$ cat src/hw/bus_pkg.sv
//######################################
// bus package
// word bus widths and the state codes of
// the scalar/vector memory arbiter
//######################################

package bus_pkg;

  // byte address and data word widths
  localparam int ADDR_W = 32;
  localparam int DATA_W = 32;

  // one enable per byte lane
  localparam int BE_W = DATA_W / 8;

  // arbiter grant state
  localparam int ARB_STATE_W = 2;

  // no master holds the bus
  localparam logic [ARB_STATE_W-1:0] ARB_IDLE = 2'd0;
  // vector load/store unit holds the bus
  localparam logic [ARB_STATE_W-1:0] ARB_VEC  = 2'd1;
  // scalar load/store unit holds the bus
  localparam logic [ARB_STATE_W-1:0] ARB_INT  = 2'd2;

endpackage
$ cat src/hw/memory_arbiter.sv
//######################################
// memory arbiter
// shares one downstream word bus between the
// vector and the scalar load/store units
//######################################

`timescale 1ns/1ps

module memory_arbiter
  import bus_pkg::*;
(
  input  logic              CLK,
  input  logic              nRST,
  // scalar load/store unit
  input  logic [ADDR_W-1:0] scalar_addr,
  input  logic              scalar_ren,
  input  logic              scalar_wen,
  input  logic [DATA_W-1:0] scalar_wdata,
  input  logic [BE_W-1:0]   scalar_byte_en,
  output logic [DATA_W-1:0] scalar_rdata,
  output logic              scalar_busy,
  // vector load/store unit
  input  logic [ADDR_W-1:0] vector_addr,
  input  logic              vector_ren,
  input  logic              vector_wen,
  input  logic [DATA_W-1:0] vector_wdata,
  input  logic [BE_W-1:0]   vector_byte_en,
  output logic [DATA_W-1:0] vector_rdata,
  output logic              vector_busy,
  // downstream memory port
  output logic [ADDR_W-1:0] mem_addr,
  output logic              mem_ren,
  output logic              mem_wen,
  output logic [DATA_W-1:0] mem_wdata,
  output logic [BE_W-1:0]   mem_byte_en,
  input  logic [DATA_W-1:0] mem_rdata,
  input  logic              mem_busy
);

  logic [ARB_STATE_W-1:0] state;
  logic [ARB_STATE_W-1:0] next_state;
  logic [ARB_STATE_W-1:0] mux_sel;
  logic                   vector_req;
  logic                   scalar_req;

  // a master requests while either enable is up
  assign vector_req = vector_ren | vector_wen;
  assign scalar_req = scalar_ren | scalar_wen;

  // held grant
  always_ff @(posedge CLK, negedge nRST) begin
    if (!nRST) begin
      state <= ARB_IDLE;
    end else begin
      state <= next_state;
    end
  end

  always_comb begin
    next_state = state;
    case (state)
      ARB_IDLE: begin
        // vector wins a tie
        if (vector_req) begin
          next_state = ARB_VEC;
        end else if (scalar_req) begin
          next_state = ARB_INT;
        end
      end
      ARB_VEC: begin
        // on completion hand over to a waiting scalar unit
        if (!mem_busy) begin
          next_state = scalar_req ? ARB_INT : ARB_IDLE;
        end
      end
      ARB_INT: begin
        // on completion hand over to a waiting vector unit
        if (!mem_busy) begin
          next_state = vector_req ? ARB_VEC : ARB_IDLE;
        end
      end
      default: begin
        next_state = ARB_IDLE;
      end
    endcase
  end

  // idle uses the fresh grant so an access starts in its request cycle,
  // otherwise the held grant keeps the finishing master connected
  // and breaks the path from mem_busy back into the mux
  assign mux_sel = (state == ARB_IDLE) ? next_state : state;

  always_comb begin
    // ungranted side sees nothing and stays stalled
    mem_addr     = '0;
    mem_ren      = 1'b0;
    mem_wen      = 1'b0;
    mem_wdata    = '0;
    mem_byte_en  = '0;
    scalar_rdata = '0;
    scalar_busy  = 1'b1;
    vector_rdata = '0;
    vector_busy  = 1'b1;
    case (mux_sel)
      ARB_VEC: begin
        mem_addr     = vector_addr;
        mem_ren      = vector_ren;
        mem_wen      = vector_wen;
        mem_wdata    = vector_wdata;
        mem_byte_en  = vector_byte_en;
        vector_rdata = mem_rdata;
        vector_busy  = mem_busy;
      end
      ARB_INT: begin
        mem_addr     = scalar_addr;
        mem_ren      = scalar_ren;
        mem_wen      = scalar_wen;
        mem_wdata    = scalar_wdata;
        mem_byte_en  = scalar_byte_en;
        scalar_rdata = mem_rdata;
        scalar_busy  = mem_busy;
      end
      default: begin
      end
    endcase
  end

endmodule

$ cat config.mk
export PLATFORM = sky130hd
export DESIGN_NAME = memory_arbiter
export DESIGN_NICKNAME = d
export VERILOG_FILES = /design/src/hw/bus_pkg.sv /design/src/hw/memory_arbiter.sv
export SDC_FILE = /design/constraint.sdc
export NUM_CORES = 1
export LEC_CHECK = 0
export BUFFER_PORTS_ARGS = -buffer_cell sky130_fd_sc_hd__buf_2
export CORE_AREA = 2 2 119 121
export CTS_BUF_LIST = sky130_fd_sc_hd__clkbuf_4
export CTS_CLUSTER_SIZE = 12
export DETAILED_ROUTE_END_ITERATION = 7
export DIE_AREA = 0 0 121 123
export PLACE_DENSITY_LB_ADDON = 0.15
export SYNTH_ARGS = -nofsm -noshare
export SYNTH_HDL_FRONTEND = slang
export SYNTH_SLANG_ARGS = --single-unit
$ cat constraint.sdc
create_clock -name CLK -period 3.58 [get_ports CLK]
set_input_delay 0.716 -clock CLK [delete_from_list [all_inputs] [get_ports CLK]]
set_output_delay 0.716 -clock CLK [all_outputs]
set_load 0.005 [all_outputs]
==> impl_metrics.toml, run 1 <==
[die]
die_h_um = 123
core_um2 = 13600
dieArea_um2 = 14900
pin_count = 311
die_w_um = 121
initial_utilization = 0.114
rows = 43

[clocking]
h-tree-depth = 1
cts_resized = 0
clkTransAtPathRegs_ns = 0.03
cts_root_buf = "clkbuf_4"
hold_buffers = 0
cts_tree = "done"
numCtsBuffers = 3
clkLatencyLatePin_ns = 0.22
cts_buffer_depth = 2
post-cts-setup-buffer-count = 0
clock-sinks = 2

[cells_and_area]
largestRegisters = "state x2"
largest_reg_flops = 2
antennaDiodeCount = 0
largest_register = "state"
final.fill_count = 1540
area_growth_pct = 109
multi_input_area_um2 = 1290
drive_gt1_frac = 0.596
area.sequential_um2 = 50.0
fin_nets = 721

[route]
first_pass_iters = 4
wl_um = 8700
vias_per_cell = 4.08
wire_per_inst_um = 12.0
ant_nets = 0
num_vias = 2946
drc = 0
dr.first_iter.drc_count = 86

[yosys]
ys_ff_latch = 2
seq_area_frac_synth = 0.0324
syn_nets = 431
synth_cells = 254
synth_area_um2 = 1550
synth_cell_types = 19
syn_area_per_cell_um2 = 6.08
ys_warn_count = 0

[power]
finalPower_uw = 1400
vdd_drop_max_mv = 0.262
p_per_area_nw_per_um2 = 435
p_leak_uw = 0.00202

[outcome]
run_status = "finished clean"

[worst_setup_path]
critPathBufInv = 3
crit_family = "adder cells"
crit_type = "in2out"
arrival_ns = 2.51
required_ns = 2.86
end_kind = "output pin"
crit_chain = "buf_2, nor2_1, nor2_2, or2_1, ha_2, buf_12, nor2_1, buf_2"
critPathMaxFanout = 40
startpoint_type = "input port"
crit_path_max_incr_delay_ns = 0.72
cpMaxStageDelayCell = "ha_2"

[timing]
worst_pin_slew_ns = 0.686
setup_viol = 0
clock_skew_ns = 0.00196
fin_crit_sh = 0.901
fin_setup_tns_ns = 0
rsz0062_at_grt = "no"
hold_viol_final = 0
slew_violations = 0
relSlewSlack = 0.543
fmax_mhz = 310
fin_crit_ns = 3.23

[job]
cap_violations = 0

[global_route]
grt_usage = 0.0975
grt_pass1_vias = 2621
grt-ovfl-total = 0
grt_max_degree = 75
antenna_found_initial = 0
grt_pass1_wl_um = 12100

[worst_hold_path]
hold_class = "in2async"

[placement]
port_buffers = 310
gp_congestion = 0.768
hpwlAfterDp_um = 6960
[metal layers]
metal,up-vias,global-route usage,wire length [um]
met4,0,0.0153,68
met2,167,0.192,4450
met5,-,0,0
li1,1456,-,-
met1,1317,0.112,3350
met3,6,0.0148,828
[logic make-up (layout without fill, tap and decap cells)]
group	count (synthesis)	after routing	synth area share
and+or+nand+nor	143	143	0.459
AOI/OAI and AO/OA	74	74	0.359
DFF	2	2	0.0324
adders and majority gates	2	2	0.0162
buffers and inverters	33	321	0.134
[final cells by class]
class,count,area share
clock buffer,3,0.00697
inverter,3,0.00349
timing repair buffer,315,0.504
multi-input combinational,219,0.401
tap,180,0.0697
sequential,2,0.0155
[synthesized netlist by cell type (all sizes together)]
cell type | number | area share
nand2 | 2 | 0.0049
o21ai | 2 | 0.0089
nor2 | 75 | 0.18
a32o | 1 | 0.0065
inv | 3 | 0.0073
and2 | 64 | 0.26
or3 | 1 | 0.0073
clkbuf | 11 | 0.028
or2 | 1 | 0.0041
a21oi | 1 | 0.0032
dfrtp | 2 | 0.032
ha | 2 | 0.016
a22oi | 70 | 0.34
buf | 19 | 0.099
[final timing paths]
check                          endpoint  cells after the start  slack, ns       start
setup / recovery           mem_addr[10]                      8       0.35  scalar_wen
max in group asynchronous      state[1]                      1       3.21        nRST
hold / removal                 state[0]                      1       0.27        nRST
setup reg to reg               state[1]                      3       2.53    state[0]
min in group CLK               state[0]                      1       0.52    state[1]
hold reg to reg                state[0]                      1       0.52    state[1]
[metrics by stage]
stage / worst slack, ns / util / area [um^2] / std cells / hold WS (ns)
after floorplan: 0.907 / - / 1550 / 254 / 0.420
after global placement: 0.309 / 0.236 / 3210 / 719 / 0.502
after detailed placement: 0.294 / 0.236 / 3210 / 719 / 0.505
after CTS: 0.289 / 0.237 / 3230 / 722 / 0.270
after global routing: 0.123 / 0.237 / 3230 / 722 / 0.261
final: 0.354 / 0.237 / 3230 / 722 / 0.272
[report_power, final]
part	leakage, uW	internal [uW]	switching, uW	total, uW
clock network	0.0000138	37.0	12.7	49.7
registers	0.0000242	29.4	6.01	35.4
logic	0.00198	608	711	1320
[layout by cell type, fill, tap and decap left out]
cell,n
clkbuf_4,3
o21ai_0,1
a32o_1,1
a22oi_1,70
inv_1,3
nand2_1,2
o21ai_2,1
buf_4,2
or2_1,1
ha_2,2
buf_2,310
nor2_2,1
dfrtp_1,2
buf_12,3
a21oi_1,1
nor2_1,74
or3_4,1
and2_1,64
No activity file was read; power rests on OpenSTA's default activity.
==> run 2, diff against run 1 <==
--- a/config.mk
+++ b/config.mk
@@ -11,7 +11,7 @@
 export CTS_CLUSTER_SIZE = 12
 export DETAILED_ROUTE_END_ITERATION = 7
 export DIE_AREA = 0 0 121 123
-export PLACE_DENSITY_LB_ADDON = 0.15
+export PLACE_DENSITY = 0.52
 export SYNTH_ARGS = -nofsm -noshare
 export SYNTH_HDL_FRONTEND = slang
 export SYNTH_SLANG_ARGS = --single-unit
==> impl_metrics.toml, run 2 (synthesis gave the netlist of run 1 again) <==
[outcome]
run_status = "finished clean"

[worst_setup_path]
required_ns = 2.86
crit_chain = "buf_2, or3_4, nor2_2, nor2_1, ha_4, buf_12, a22oi_1, nor2_1, buf_2"
startpoint_type = "input port"
arrival_ns = 2.37
crit_cells = 9
worstRegToRegCells = 3
critPathMaxFanout = 59
crit_path_max_incr_delay_ns = 0.37
cpMaxStageDelayCell = "or3_4"
critPathBufInv = 3
crit_type = "in2out"
crit_family = "simple AND/OR/NAND/NOR gates"
end_kind = "output pin"

[timing]
clock_skew_ns = 0.00425
fmax_mhz = 324
worst_pin_slew_ns = 0.429
fin_crit_sh = 0.863
hold_viol_final = 0
relSlewSlack = 0.711
fin_crit_ns = 3.09
fin_setup_tns_ns = 0
slew_violations = 0
setup_viol = 0
rsz0062_at_grt = "no"

[cells_and_area]
final_util = 0.240
fin_nets = 723
most-common-layout-cells = "310 x buf_2, 74 x nor2_1, 70 x a22oi_1"
final.fill_count = 1532
final_common_cell = "buf_2"
antennaDiodeCount = 0
area.sequential_um2 = 50.0
area_growth_pct = 111
drive_gt1_frac = 0.597
fin_cells = 724
largestRegisters = "state x2"
largest_register = "state"
multi_input_area_um2 = 1310
largest_reg_flops = 2

[clocking]
numCtsBuffers = 3
hold_buffers = 0
clock-sinks = 2
clkTransAtPathRegs_ns = 0.03
cts_root_buf = "clkbuf_4"
cts_tree = "done"
cts_buffer_depth = 2
cts_resized = 0
h-tree-depth = 1
clkLatencyLatePin_ns = 0.22
post-cts-setup-buffer-count = 0

[route]
wire_per_inst_um = 11.7
ant_nets = 0
met1Wirelength_um = 3370
first_pass_iters = 4
vias_per_cell = 4.02
met2WireLength_um = 4230
num_vias = 2914
dr.first_iter.drc_count = 124
wl_um = 8490
drc = 0
wl_met3_um = 857
top_signal_layer_used = "met4"

[job]
cap_violations = 0

[global_route]
grt_usage = 0.0974
grt-ovfl-total = 0
grt_pass1_wl_um = 12100
grt_pass1_vias = 2552
grt_max_degree = 60
antenna_found_initial = 0

[placement]
place_inst = 721
port_buffers = 310
gp_congestion = 0.796
hpwlAfterDp_um = 6970

[power]
p_per_area_nw_per_um2 = 432
vdd_drop_max_mv = 0.195
finalPower_uw = 1410
p_leak_uw = 0.00203

[die]
initial_utilization = 0.114
core_um2 = 13600
rows = 43
die_h_um = 123
pin_count = 311
dieArea_um2 = 14900
die_w_um = 121

[worst_hold_path]
hold_class = "in2async"
==> run 2: per-layer routing <==
| metal | up-vias | global-route usage |
|---|---|---|
| li1 | 1462 | - |
| met1 | 1273 | 0.118 |
| met2 | 175 | 0.183 |
| met3 | 4 | 0.0180 |
| met4 | 0 | 0.0109 |
| met5 | - | 0 |
==> run 2: area by class of cell <==
type,instances,share of cell area
tap,180,0.0690
clock buffer,3,0.00690
inverter,3,0.00345
sequential,2,0.0153
multi-input combinational,219,0.402
timing repair buffer,317,0.503
==> run 2: worst register-to-register path, stage by stage, from the launching register on <==
cell     delay, ns
dfrtp_1       0.37
or3_4         0.40
o21ai_2       0.07
a32o_1        0.14
==> run 2: power breakdown <==
group	internal [uW]	leakage, uW	switching (uW)
clock	36.9	0.0000138	11.6
sequential	29.4	0.0000242	6.73
combinational	615	0.00199	711
==> run 2: stage by stage <==
step | worst slack [ns] | cell area [um^2] | hold WS (ns)
floorplan | 0.907 | 1550 | 0.420
global placement | 0.511 | 3240 | 0.506
detailed placement | 0.497 | 3240 | 0.510
CTS | 0.495 | 3260 | 0.270
global route | 0.391 | 3260 | 0.265
finish | 0.491 | 3260 | 0.278
==> run 2: worst paths after layout <==
path | from | endpoint | slack [ns]
worst min register to register | state[1] | state[0] | 0.54
min in group CLK | state[1] | state[0] | 0.54
worst min-delay path | nRST | state[0] | 0.28
worst max-delay path | vector_ren | mem_wdata[20] | 0.49
max in group asynchronous | nRST | state[1] | 3.20
worst max register to register | state[0] | state[1] | 2.52
==> run 3, diff against run 2 <==
--- a/config.mk
+++ b/config.mk
@@ -6,12 +6,14 @@
 export NUM_CORES = 1
 export LEC_CHECK = 0
 export BUFFER_PORTS_ARGS = -buffer_cell sky130_fd_sc_hd__buf_2
-export CORE_AREA = 2 2 119 121
+export CELL_PAD_IN_SITES_DETAIL_PLACEMENT = 0
+export CELL_PAD_IN_SITES_GLOBAL_PLACEMENT = 1
+export CORE_AREA = 2 2 122 124
 export CTS_BUF_LIST = sky130_fd_sc_hd__clkbuf_4
 export CTS_CLUSTER_SIZE = 12
 export DETAILED_ROUTE_END_ITERATION = 7
-export DIE_AREA = 0 0 121 123
-export PLACE_DENSITY = 0.52
+export DIE_AREA = 0 0 124 126
+export PLACE_DENSITY = 0.78
 export SYNTH_ARGS = -nofsm -noshare
 export SYNTH_HDL_FRONTEND = slang
 export SYNTH_SLANG_ARGS = --single-unit
==> impl_metrics.toml, run 3 (synthesis gave the netlist of run 1 again) <==
[outcome]
run_status = "finished clean"

[cells_and_area]
largestRegisters = "state x2"
fin_cells = 727
largest_reg_flops = 2
final_common_cell = "buf_2"
fin_nets = 722
design_area_um2 = 3260
area.sequential_um2 = 50.0
antennaDiodeCount = 0
drive_gt1_frac = 0.597
final.fill_count = 1610
largest_register = "state"
multi_input_area_um2 = 1310
area_growth_pct = 111
most-common-layout-cells = "310 x buf_2, 74 x nor2_1, 70 x a22oi_1"

[timing]
holdWs_ns = 0.270
worst_pin_slew_ns = 0.499
fin_setup_tns_ns = 0
clock_skew_ns = 0.00369
setup_viol = 0
fmax_mhz = 312
fin_crit_ns = 3.20
slew_violations = 0
relSlewSlack = 0.667
hold_viol_final = 0
rsz0062_at_grt = "no"
fin_crit_sh = 0.895

[worst_setup_path]
worstRegToRegCells = 3
reg2reg_from = "state[0]"
crit_path_max_incr_delay_ns = 0.37
required_ns = 2.86
rrSetupSlack_ns = 2.54
cpMaxStageDelayCell = "or3_4"
crit_type = "in2out"
end_kind = "output pin"
startpoint_type = "input port"
critPathMaxFanout = 103
cp_common_cell = "buf_2"
rr_endpoint = "state[1]"
crit_chain = "buf_2, or3_4, nor2_2, or2_1, ha_4, buf_12, a22oi_1, nor2_1, buf_2"
arrival_ns = 2.49

[placement]
place_area_um2 = 3240
port_buffers = 310
hpwlAfterDp_um = 6540
place_inst = 724
gp_congestion = 0.834

[global_route]
grt_pass1_vias = 2493
grt-ovfl-total = 0
antenna_found_initial = 0
grt_usage = 0.0889
grt_pass1_wl_um = 11600
grt_max_degree = 104

[die]
die_h_um = 126
pin_count = 311
die_w_um = 124
core_um2 = 14300
initial_utilization = 0.108
dieArea_um2 = 15600
rows = 44

[clocking]
h-tree-depth = 1
clkTransAtPathRegs_ns = 0.03
clkLatencyLatePin_ns = 0.22
post-cts-setup-buffer-count = 0
cts_root_buf = "clkbuf_4"
clock-sinks = 2
numCtsBuffers = 3
hold_buffers = 0
cts_buffer_depth = 2
cts_resized = 0
cts_tree = "done"

[power]
p_switching_uw = 727
swShare = 0.511
vdd_drop_max_mv = 0.316
combPwrFrac = 0.940
seqPwrFrac = 0.025
power_frac_clock = 0.035
p_leak_uw = 0.00202
p_per_area_nw_per_um2 = 437
p_int_uw = 697

[route]
drc = 0
wire_per_inst_um = 11.3
dr.first_iter.drc_count = 91
num_vias = 2923
wl_um = 8220
first_pass_iters = 4
vias_per_cell = 4.02
ant_nets = 0

[job]
cap_violations = 0

[worst_hold_path]
hold_class = "in2async"
## run 3: cell types whose count changed in the layout (fill, tap and decap cells not counted)
cell / previous run / this run
buf_4: 4 / 3
## run 3: final cells by class
class,instances,area share
tap,184,0.0706
clock buffer,3,0.00690
timing repair buffer,316,0.501
inverter,3,0.00345
sequential,2,0.0153
multi-input combinational,219,0.403
## run 3: power groups by stage
stage | Sequential, uW | Combinational, uW | Clock (uW)
6_report | 35.5 | 1340 | 49.8
5_1_grt | 37.1 | 1520 | 54.2
4_1_cts | 35.6 | 1360 | 52.2
3_5_place_dp | 35.9 | 1360 | 0
3_3_place_gp | 36.1 | 1370 | 0
2_1_floorplan | 34.3 | 752 | 0
## run 3: worst max path at each step
stage,startpoint,to,depth (start not counted)
final,vector_ren,mem_addr[13],9
after global routing,vector_ren,mem_wdata[22],9
after CTS,vector_ren,mem_addr[31],9
after detailed placement,vector_ren,mem_addr[31],9
after global placement,scalar_ren,mem_addr[13],9
after floorplan,vector_ren,mem_addr[0],8
## run 3: metal layers
layer / vias up / GRT usage / part of all wire
met2: 189 / 0.172 / 0.50
li1: 1457 / - / -
met5: - / 0 / 0
met1: 1271 / 0.106 / 0.39
met4: 0 / 0.0139 / 0.0056
met3: 6 / 0.00906 / 0.10
## run 3: critical path, delay by kind of cell
kind / cells / cell delay, ns
and+or+nand+nor: 4 / 0.76
buffers and inverters: 3 / 0.50
adders and majority gates: 1 / 0.15
AOI/OAI and AO/OA: 1 / 0.20
## run 3: through the flow
stage | total power, uW | setup slack (ns) | util
after floorplan | 786 | 0.907 | -
after global placement | 1410 | 0.461 | 0.226
after detailed placement | 1390 | 0.466 | 0.226
after CTS | 1450 | 0.454 | 0.228
after global routing | 1610 | 0.310 | 0.228
final | 1420 | 0.377 | 0.228
